**src/common/udp_rx_defines.svh**
```systemverilog
// Sizing constants for the virtual UDP port receive path
`ifndef UDP_RX_DEFINES_SVH
`define UDP_RX_DEFINES_SVH

// Peer reassembly slots sharing the module output
`define FRAGMENT_SLOTS 2

// Payload capacity of one slot in bytes
`define SLOT_BYTES 64

// Identification, flags/fragment word and checksum, two bytes each
`define HEADER_BYTES 6

`endif

```
**src/common/udp_rx_pkg.sv**
```systemverilog
// Shared types for the virtual UDP port receive path
package udp_rx_pkg;

    // Stream word, last flag on bit 8
    typedef struct packed {
        logic       last;
        logic [7:0] data;
    } stream_word_t;

    typedef logic [15:0] packet_id_t;

    typedef struct packed {
        logic        reserved;
        logic        dont_fragment;
        logic        more_fragments;
        logic [12:0] offset;
    } flags_fragment_fields_t;

    // Raw view while the two bytes arrive, field view for decode
    typedef union packed {
        logic [15:0]            raw;
        flags_fragment_fields_t fields;
    } flags_fragment_u;

endpackage

```
**src/common/udp_rx_if.sv**
```systemverilog
// Parser to slot write port and slot to arbiter drain port
`timescale 1ns/1ps

interface slot_write_if;
    logic                   select;
    logic                   write;
    logic [7:0]             data;
    logic                   commit;
    logic                   last_fragment;
    logic                   discard;
    udp_rx_pkg::packet_id_t packet_id;
    logic                   occupied;
    logic                   sealed;
    udp_rx_pkg::packet_id_t held_id;

    modport parser (
        output select, write, data, commit, last_fragment, discard, packet_id,
        input  occupied, sealed, held_id
    );

    modport slot (
        input  select, write, data, commit, last_fragment, discard, packet_id,
        output occupied, sealed, held_id
    );
endinterface

interface slot_read_if;
    logic                     req;
    logic                     ack;
    udp_rx_pkg::stream_word_t data;
    logic                     valid;
    logic                     ready;

    // Four-phase req/ack around a valid/ready byte stream
    modport slot (output req, data, valid, input ack, ready);

    modport arbiter (input req, data, valid, output ack, ready);
endinterface

```
**src/reassembly/fragment_slot.sv**
```systemverilog
// One reassembly slot, appends fragments and drains the sealed datagram
`timescale 1ns/1ps
`include "udp_rx_defines.svh"

module fragment_slot (
    input  logic       clock,
    input  logic       rst,
    slot_write_if.slot wr,
    slot_read_if.slot  rd
);

    localparam int ADDR_W = $clog2(`SLOT_BYTES);
    localparam int PTR_W  = $clog2(`SLOT_BYTES + 1);
    localparam logic [PTR_W-1:0] CAPACITY = PTR_W'(`SLOT_BYTES);

    logic [7:0]             mem [`SLOT_BYTES];
    logic [PTR_W-1:0]       wr_ptr;
    logic [PTR_W-1:0]       committed;     // Bytes of accepted fragments
    logic [PTR_W-1:0]       rd_ptr;
    logic                   overflow;
    logic                   occupied;
    logic                   sealed;
    logic                   req;
    logic                   valid;
    udp_rx_pkg::packet_id_t held_id;
    logic                   wr_hit;
    logic                   rewind;
    logic                   load;

    assign wr_hit = wr.select && wr.write;
    assign rewind = wr.select && (wr.discard || (wr.commit && overflow));
    assign load   = (req && rd.ack && !valid) || (valid && rd.ready && !rd.data.last);

    assign wr.occupied = occupied;
    assign wr.sealed   = sealed;
    assign wr.held_id  = held_id;
    assign rd.req      = req;
    assign rd.valid    = valid;

    always_ff @(posedge clock) begin
        if (wr_hit && wr_ptr != CAPACITY) begin
            mem[wr_ptr[ADDR_W-1:0]] <= wr.data;
        end
        if (wr_hit && !occupied) begin
            held_id <= wr.packet_id;
        end
        if (load) begin
            rd.data.data <= mem[rd_ptr[ADDR_W-1:0]];
            rd.data.last <= (rd_ptr + 1'b1) == committed;
        end
    end

    always_ff @(posedge clock) begin
        if (rst) begin
            wr_ptr    <= '0;
            committed <= '0;
            rd_ptr    <= '0;
            overflow  <= 1'b0;
            occupied  <= 1'b0;
            sealed    <= 1'b0;
            req       <= 1'b0;
            valid     <= 1'b0;
        end else begin
            if (wr_hit) begin
                occupied <= 1'b1;
                if (wr_ptr == CAPACITY) overflow <= 1'b1;
                else wr_ptr <= wr_ptr + 1'b1;
            end
            if (rewind) begin
                wr_ptr   <= committed;  // Drop the bad fragment only
                overflow <= 1'b0;
                if (committed == '0) occupied <= 1'b0;
            end else if (wr.select && wr.commit) begin
                committed <= wr_ptr;
                if (wr.last_fragment) begin
                    sealed <= 1'b1;
                    req    <= 1'b1;
                end
            end

            if (load) begin
                valid  <= 1'b1;
                rd_ptr <= rd_ptr + 1'b1;
            end else if (valid && rd.ready) begin
                valid <= 1'b0;          // Last byte taken
                req   <= 1'b0;
            end

            // Handshake closed, back to free
            if (sealed && !req && !rd.ack) begin
                occupied  <= 1'b0;
                sealed    <= 1'b0;
                wr_ptr    <= '0;
                committed <= '0;
                rd_ptr    <= '0;
            end
        end
    end

endmodule

```
**src/flat_wrapper.sv**
```systemverilog
// flat-port wrapper written by rule: the top's interface ports become plain ports
module fragment_slot_flat 
  (clock, rst, wr_select, wr_write, wr_data, wr_commit, wr_last_fragment, wr_discard, wr_packet_id, wr_occupied, wr_sealed, wr_held_id, rd_req, rd_data, rd_valid, rd_ack, rd_ready);
  slot_write_if wr_i ();
  slot_read_if rd_i ();
  input  logic clock;
  input  logic rst;
  input wire logic [$bits(wr_i.select)-1:0] wr_select;
  input wire logic [$bits(wr_i.write)-1:0] wr_write;
  input wire logic [$bits(wr_i.data)-1:0] wr_data;
  input wire logic [$bits(wr_i.commit)-1:0] wr_commit;
  input wire logic [$bits(wr_i.last_fragment)-1:0] wr_last_fragment;
  input wire logic [$bits(wr_i.discard)-1:0] wr_discard;
  input wire logic [$bits(wr_i.packet_id)-1:0] wr_packet_id;
  output wire logic [$bits(wr_i.occupied)-1:0] wr_occupied;
  output wire logic [$bits(wr_i.sealed)-1:0] wr_sealed;
  output wire logic [$bits(wr_i.held_id)-1:0] wr_held_id;
  output wire logic [$bits(rd_i.req)-1:0] rd_req;
  output wire logic [$bits(rd_i.data)-1:0] rd_data;
  output wire logic [$bits(rd_i.valid)-1:0] rd_valid;
  input wire logic [$bits(rd_i.ack)-1:0] rd_ack;
  input wire logic [$bits(rd_i.ready)-1:0] rd_ready;
  assign wr_i.select = wr_select;
  assign wr_i.write = wr_write;
  assign wr_i.data = wr_data;
  assign wr_i.commit = wr_commit;
  assign wr_i.last_fragment = wr_last_fragment;
  assign wr_i.discard = wr_discard;
  assign wr_i.packet_id = wr_packet_id;
  assign wr_occupied = wr_i.occupied;
  assign wr_sealed = wr_i.sealed;
  assign wr_held_id = wr_i.held_id;
  assign rd_req = rd_i.req;
  assign rd_data = rd_i.data;
  assign rd_valid = rd_i.valid;
  assign rd_i.ack = rd_ack;
  assign rd_i.ready = rd_ready;
  fragment_slot u_core (.clock(clock), .rst(rst), .wr(wr_i), .rd(rd_i));
endmodule
```
**config.mk**
```make
export PLATFORM = sky130hd
export DESIGN_NAME = fragment_slot_flat
export DESIGN_NICKNAME = d
export VERILOG_FILES = /design/src/common/udp_rx_pkg.sv /design/src/common/udp_rx_if.sv /design/src/reassembly/fragment_slot.sv /design/src/flat_wrapper.sv
export VERILOG_INCLUDE_DIRS = /design/src /design/src/common
export SDC_FILE = /design/constraint.sdc
export NUM_CORES = 1
export LEC_CHECK = 0
export ABC_AREA = 1
export BUFFER_PORTS_ARGS = -buffer_cell sky130_fd_sc_hd__buf_2
export CELL_PAD_IN_SITES_DETAIL_PLACEMENT = 1
export CELL_PAD_IN_SITES_GLOBAL_PLACEMENT = 1
export CORE_MARGIN = 2
export CORE_UTILIZATION = 45
export DETAILED_ROUTE_END_ITERATION = 7
export PLACE_DENSITY = 0.71
export SYNTH_ARGS = -nofsm -noshare
export SYNTH_HDL_FRONTEND = slang
export SYNTH_SLANG_ARGS = --single-unit
```
**constraint.sdc**
```tcl
create_clock -name clock -period 5.5 [get_ports clock]
set_input_delay 0.55 -clock clock [delete_from_list [all_inputs] [get_ports clock]]
set_output_delay 0.55 -clock clock [all_outputs]
set_load 0.005 [all_outputs]
```
# == Word level (Yosys, flattened, before mapping) ==
# Memory sizes are Yosys's and may differ from the RTL's. A register that Yosys moved wholly into a read port is not among the register bits.
# Index checks and enable logic that the tools add are counted.
# word_totals
wordCells,61
n_memories,1
ramBits,512
regBits,43
output_inout_bits,29
input_bits,33
# classes
n_addsub,2
n_mux,15
n_bitwise,1
reduce_logical,28
n_eq_ne,4
# memory_table
name,words,width,read_ports,rd_ports_with_merged_regs,wr,line_no,rtl
u_core.mem,64,8,1,1,1,fragment_slot.sv:16,logic [7:0] mem [`SLOT_BYTES];
# op_table
op,count
2-to-1 mux 7 bit,3
"adder 7 x 1 -> 7 bit, second input constant",2
logical AND 1 bit,12
2-to-1 mux 1 bit,12
equality test 7 bit,1
"equality test 7 bit, second input constant",1
logical NOT 7 bit,1
"inequality test 7 bit, second input constant",1
AND reduction 2 bit,3
logical NOT 1 bit,5
nonzero test 2 bit,2
OR reduction 2 bit,2
AND reduction 3 bit,1
logical OR 1 bit,2
"inequality test 2 x 1 -> 1 bit, second input constant",1
NOT 1 bit,1

# == Logic depth before layout (Yosys ltp) ==
# Gate-level depths: netlist of run 1.
# depth
ltp_word,6
depth_mapped,12
depth_no_buf,10

# == Least setup slack after synthesis of run 1 ==
# No wires, ideal clock.
# synth_timing
kind,reg2reg
startpoint,register u_core.wr_ptr[0]
endpoint,memory u_core.mem[23][0] (enable)
t_required_ps,5130
setup_time_ps,370
setup_slack_ps,3367
n_path_buf,1
t_arrival_ps,1763
synth_period_minus_slack_ps,2133
path_stages_with_launch,11
path_cell_list,dfxtp_1 > inv_1 > ha_1 > nand3_1 > nor2_2 > nor2_4 > buf_6 > inv_1 > nor2_1 > inv_1 > nor2_1
# synth_via
elab_chain_len,4
# synth_rtl
element,line_no,rtl
from (decl),fragment_slot.sv:17,logic [PTR_W-1:0] wr_ptr;
from (signal assigned),fragment_slot.sv:67,else wr_ptr <= wr_ptr + 1'b1;
from (signal assigned),fragment_slot.sv:70,wr_ptr <= committed;
inequality test 7 bit,fragment_slot.sv:41,if (wr_hit && wr_ptr != CAPACITY) begin
logical AND 1 bit,fragment_slot.sv:41,
2-to-1 mux 1 bit,fragment_slot.sv:41,
2-to-1 mux 1 bit (not written as such),fragment_slot.sv:42,mem[wr_ptr[ADDR_W-1:0]] <= wr.data;
to (decl),fragment_slot.sv:16,
# Several ways; a longest one is shown, not always the timed one.

# == Final worst setup path of run 1 ==
# layout_timing
startpoint,register u_core.wr_ptr[0]
endpoint,memory u_core.mem[54][4] (enable)
# Same word-level chain as after synthesis.

==> impl_metrics.json, run 1 <==
{
  "outcome": "completed",
  "worstMarginPinSlew_ns": 1.09,
  "slew_viol_final": 0,
  "die_x_um": 231,
  "worst_hold_path.endpoint": "u_core.wr.held_id[8]",
  "p_per_area_nw_per_um2": 360,
  "die_h_um": 231,
  "grt-ovfl-total": 0,
  "startpoint_type": "flip-flop",
  "gp_congestion": 0.801,
  "multiInputGateArea_um2": 5660,
  "cts_max_level": 2,
  "vias_per_cell": 5.55,
  "power_mw": 9.29,
  "area.sequential_um2": 16700,
  "fillers": 5414,
  "drc": 0,
  "min_from": "wr_packet_id[8]",
  "grt_pass1_wl_um": 97500,
  "whs_ns": 0.104,
  "rr_worst_depth": 7,
  "initial_core_util_pct": 45.2,
  "cp_max_fo": 20,
  "p_seq_share_pct": 51.1,
  "r2r_setup_slack_ns": 2.18,
  "die_area_um2": 53200,
  "antenna_found_initial": 0,
  "end_kind": "flip-flop",
  "leakage_nw": 9.21,
  "setup_viol": 0,
  "drt_iter0_drc": 1262,
  "cts_buffer_depth": 3,
  "slew-limit-headroom_pct": 27.3,
  "yosysWarnings": 0,
  "synth_top_area_share_pct": 69.8,
  "cp_data_required_time_ns": 5.75,
  "grt_max_degree": 181,
  "final_cell_mix": "684 x nand2_1, 537 x edfxtp_1, 452 x nand3_1, 74 x nor2_1, 61 x buf_2",
  "core-area_um2": 51100,
  "post-route-period-util_pct": 60.4,
  "syn_nets": 2051,
  "clkSinkCount": 563,
  "via_count": 15400,
  "period_minus_slack_ns": 3.32,
  "grt_use_total_pct": 24.4,
  "pwr-share-clk_pct": 43.8,
  "postSynthAreaPerCell_um2": 11.5,
  "internal_power_mw": 7.20,
  "io_pins": 62,
  "switching_share_pct": 22.4,
  "portBuffers": 61,
  "fin_nets": 2076,
  "hold_class": "in2reg",
  "wl_per_cell_um": 23.2,
  "rows": 83,
  "combPwrFrac_pct": 5.1,
  "ys_types": 33,
  "clock_latency_ns": 0.64,
  "final_common_cell": "nand2_1",
  "post_cts_buffers": 0,
  "utilization_pct": 50.5,
  "fin_worst_skew_ns": 0.0283,
  "yosysTopAreaCell": "edfxtp_1",
  "synthTopCellsByArea": "edfxtp_1 70%, nand2_1 11%, nand3_1 9.8%, dfxtp_1 2.3%, buf_2 1.2%",
  "dp_hpwl_um": 37500,
  "peakVddDrop_mv": 0.232,
  "cap_viol_max_count": 0,
  "rsz0062_at_grt": "false",
  "firstDrtPassIters": 5,
  "tns_ns": 0,
  "post_cts_resized": 0,
  "synth-seq-cells": 563,
  "netlist_area_um2": 23100,
  "antennaDiodeCount": 0,
  "slowest_stage": "nor2_1",
  "grt_pass1_vias": 16000,
  "crit_type": "reg2reg",
  "area_delta_synth_final_pct": 11.6,
  "cts_tree": "done",
  "seq_area_frac_synth_pct": 72.0,
  "timing.rr.end": "u_core.mem[54][4]",
  "ant_nets": 0,
  "cts_buffers": 59,
  "path_cells": "inv_1, ha_1, nand3_1, nor2_2, nor2_4, nand2_1, nor2_1",
  "min_path_cells": 1,
  "clk_pin_slew_ns": 0.06,
  "hold_violations": 0,
  "r2r-start": "u_core.wr_ptr[0]",
  "final_layout_size_suffix_gt1_share_pct": 9.72,
  "syn_inst": 2015,
  "cts-root-buf": "clkbuf_16",
  "cpPeakStageDelay_ns": 0.81,
  "drt-total-wl_um": 64100,
  "power.switching_mw": 2.08,
  "cp.arrival_ns": 3.57,
  "fmax_mhz": 301,
  "ctsHoldBuffers": 0
}
[state kept, by name (all words and copies together) (netlist names), 7 cells and up]
signal             cells
u_core.mem           512
u_core.wr.held_id     16
u_core.rd.data         9
u_core.committed       7
u_core.rd_ptr          7
u_core.wr_ptr          7
[Yosys cell counts (all sizes together)]
cell / instances
nand2: 686
edfxtp: 537
nand3: 453
buf: 99
nor2: 79
inv: 39
dfxtp: 26
a21oi: 21
clkbuf: 20
o21ai: 18
xor2: 9
nor3: 6
a22oi: 4
xnor2: 4
a31oi: 3
ha: 3
nand4: 2
o211ai: 2
a311oi: 1
clkinv: 1
nor4: 1
or2: 1
[worst max-delay path, delay by kind of cell (launching register included)]
| kind | cells | cell delay [ns] |
|---|---|---|
| adders and majority gates | 1 | 0.24 |
| buffers and inverters | 1 | 0.19 |
| DFF | 1 | 0.50 |
| and+or+nand+nor | 5 | 2.01 |
[power groups by stage]
stage	registers [mW]	clock network (mW)	logic, mW
after detailed placement	4.83	0	0.478
after global routing	4.74	4.27	0.528
after global placement	4.83	0	0.467
final	4.74	4.07	0.477
after CTS	4.74	4.12	0.481
after floorplan	4.82	0	0.275
[cell type report]
class,instances,share of cell area (%)
multi-input combinational,1293,22.0
clock buffer,63,5.87
sequential,563,64.6
clock inverter,46,1.78
timing repair buffer,83,1.87
inverter,40,0.621
tap,680,3.30
[worst max-delay path by stage]
stage | slack [ns] | start | cells after the start | endpoint
floorplan | 3.37 | u_core.wr_ptr[0] | 10 | u_core.mem[23][0]
detailed placement | 2.21 | u_core.wr_ptr[0] | 7 | u_core.mem[54][4]
global route | 2.00 | u_core.wr_ptr[0] | 7 | u_core.mem[29][2]
CTS | 2.22 | u_core.wr_ptr[0] | 7 | u_core.mem[54][1]
global placement | 2.38 | u_core.wr_ptr[0] | 7 | u_core.mem[28][5]
finish | 2.18 | u_core.wr_ptr[0] | 7 | u_core.mem[54][4]
[layer usage]
| layer | vias to the layer above | GRT usage, % | part of all wire, % |
|---|---|---|---|
| met2 | 374 | 40.5 | 48 |
| li1 | 7087 | - | - |
| met3 | 97 | 3.87 | 4.9 |
| met1 | 7809 | 33.2 | 44 |
| met5 | - | 0 | 0 |
| met4 | 0 | 7.54 | 2.8 |
[metrics by stage]
step	instances	instance area (um^2)	setup WS [ns]
global placement	2659	23800	2.38
detailed placement	2659	23800	2.21
CTS	2768	25800	2.22
global route	2768	25800	2.00
finish	2768	25800	2.18
floorplan	2015	23100	3.37
[cell families after synthesis]
group           after synthesis  share of synthesized area (%)
simple gates               1228                           22.7
fa+ha+maj                     3                          0.162
compound gates               49                           1.16
flops                       563                           72.0
xor+xnor                     13                          0.493
buf+inv                     159                           3.50
Note: power is estimated with default switching activity, not from simulation.
==> run 2: changes to the inputs <==
Clock period 5.5 ns to 3.32 ns, I/O delays scaled along.
==> run 2 against run 1 <==
Effect of this change:
- utilization rose by 0.93 points
- first-iteration DRC count rose by 5.5%
- global-route usage rose by 0.87 points
- register-to-register slack got worse by 2.0 ns
- maximum frequency rose by 6.8%
- count of clock-buffer cells in the layout rose by 13
- worst setup slack got worse by 2.0 ns
- clock skew fell by 0.011 ns
- largest power group unchanged
- die area did not move
- sequential power rose by 66%
- via count rose by 2.6%
==> impl_metrics.json, run 2 (synthesis gave the netlist of run 1 again) <==
{
  "fillers": 5441,
  "die_x_um": 231,
  "min_path_cells": 3,
  "tns_ns": 0,
  "rr_worst_depth": 8,
  "utilization_pct": 51.4,
  "vias_per_cell": 5.59,
  "worstMarginPinSlew_ns": 0.938,
  "clock_latency_ns": 0.62,
  "fin_ws_ns": 0.213,
  "final_common_cell": "nand2_1",
  "p_per_area_nw_per_um2": 581,
  "dp_slack_ns": 0.286,
  "setup_viol": 0,
  "portBuffers": 61,
  "area.sequential_um2": 16700,
  "post_cts_resized": 0,
  "cts_max_level": 2,
  "firstDrtPassIters": 5,
  "multiInputGateArea_um2": 5660,
  "rows": 83,
  "cts_buffers": 60,
  "leakage_nw": 9.47,
  "final_layout_size_suffix_gt1_share_pct": 10.1,
  "cap_viol_max_count": 0,
  "dp_hpwl_um": 40000,
  "drt-total-wl_um": 66700,
  "fmax_mhz": 322,
  "grt_pass1_vias": 16600,
  "ant_nets": 0,
  "antenna_found_initial": 2,
  "antennaDiodeCount": 0,
  "slowest_stage": "nor2_1",
  "slew_viol_final": 0,
  "startpoint_type": "flip-flop",
  "die_area_um2": 53200,
  "rsz0062_at_grt": "false",
  "place_inst": 2694,
  "cts_tree": "done",
  "area_delta_synth_final_pct": 13.6,
  "die_h_um": 231,
  "clk_pin_slew_ns": 0.06,
  "initial_core_util_pct": 45.2,
  "cp.arrival_ns": 3.35,
  "crit_type": "reg2reg",
  "slew-limit-headroom_pct": 37.5,
  "fin_worst_skew_ns": 0.0168,
  "fin_nets": 2130,
  "gp_congestion": 0.845,
  "crit_cells": 8,
  "peakVddDrop_mv": 0.432,
  "drt_iter0_drc": 1331,
  "drc": 0,
  "final_cell_mix": "684 x nand2_1, 537 x edfxtp_1, 452 x nand3_1, 75 x nor2_1, 62 x clkbuf_16",
  "largest_reg_flops": 512,
  "grt_max_degree": 147,
  "clkSinkCount": 563,
  "cts-root-buf": "clkbuf_16",
  "hold_violations": 0,
  "cp_max_fo": 13,
  "via_count": 15800,
  "wl_per_cell_um": 23.7,
  "period_minus_slack_ns": 3.11,
  "grt-ovfl-total": 0,
  "hold_class": "in2reg",
  "io_pins": 62,
  "outcome": "completed",
  "stdcell_count": 2819,
  "cp_top_family": "simple AND/OR/NAND/NOR gates",
  "grt_pass1_wl_um": 100000,
  "core-area_um2": 51100,
  "cp_data_required_time_ns": 3.56,
  "post-route-period-util_pct": 93.6,
  "path_cells": "inv_1, ha_1, nand3_1, nor2_2, nor2_4, buf_4, nand4_2, nor2_1",
  "cts_buffer_depth": 3,
  "grt_use_total_pct": 25.3,
  "end_kind": "flip-flop",
  "path_buf_inv": 2,
  "cpPeakStageDelay_ns": 0.73
}
## run 2: changes by cell type in the layout (fill, tap and decap cells not counted), sizes merged
cell and change:
clkinvlp -5, clkbuf +13, inv -3, dlygate4sd3 +18, buf +35, bufinv -2
clkinv -5
## run 2: path summary, 6_finish.rpt
check / start / to / slack (ns)
setup reg to reg: u_core.wr_ptr[0] / u_core.mem[44][0] / 0.21
hold / removal: wr_write / u_core.wr.occupied / 0.08
hold reg to reg: u_core.wr.sealed / u_core.wr.sealed / 0.47
setup / recovery: u_core.wr_ptr[0] / u_core.mem[44][0] / 0.21
## run 2: final cells by class
class | count | area share, %
clock buffer | 76 | 6.11
tap | 680 | 3.24
sequential | 563 | 63.4
inverter | 40 | 0.610
clock inverter | 31 | 1.16
timing repair buffer | 136 | 3.91
multi-input combinational | 1293 | 21.6
## run 2: stage by stage
step	hold WS (ns)	total power [mW]	cell area [um^2]
floorplan	0.411	8.44	23100
global placement	0.460	8.80	24200
detailed placement	0.464	8.83	24200
CTS	0.0220	15.3	26300
global route	0.0792	15.7	26300
finish	0.0819	15.3	26300
## run 2: timing repair
action                                 4_1_cts  5_1_grt
hold buffers                                18        0
endpoints found under the hold margin       19        0
buffers inserted                             0        0
## run 2: power by group
part           internal (mW)  switching (mW)
Clock                   3.85            2.71
Sequential              7.82          0.0383
Combinational          0.227           0.621
## run 2: per-layer routing
metal  up-vias  GRT usage (%)  routed length (um)  share of wire (%)
met5         -              0                   9              0.013
met1      8030           33.1               28200                 42
met2       409           42.6               32700                 49
met4         2           8.63                2250                3.4
li1       7192              -                   -                  -
met3       134           4.67                3510                5.3
## run 2: worst reg2reg max path, delay by kind of cell, from the launching register on
kind                     cells  cell delay [ns]
buffers and inverters        2             0.43
adder cells (fa/ha/maj)      1             0.24
flip-flops                   1             0.48
AND/OR/NAND/NOR              5             1.58
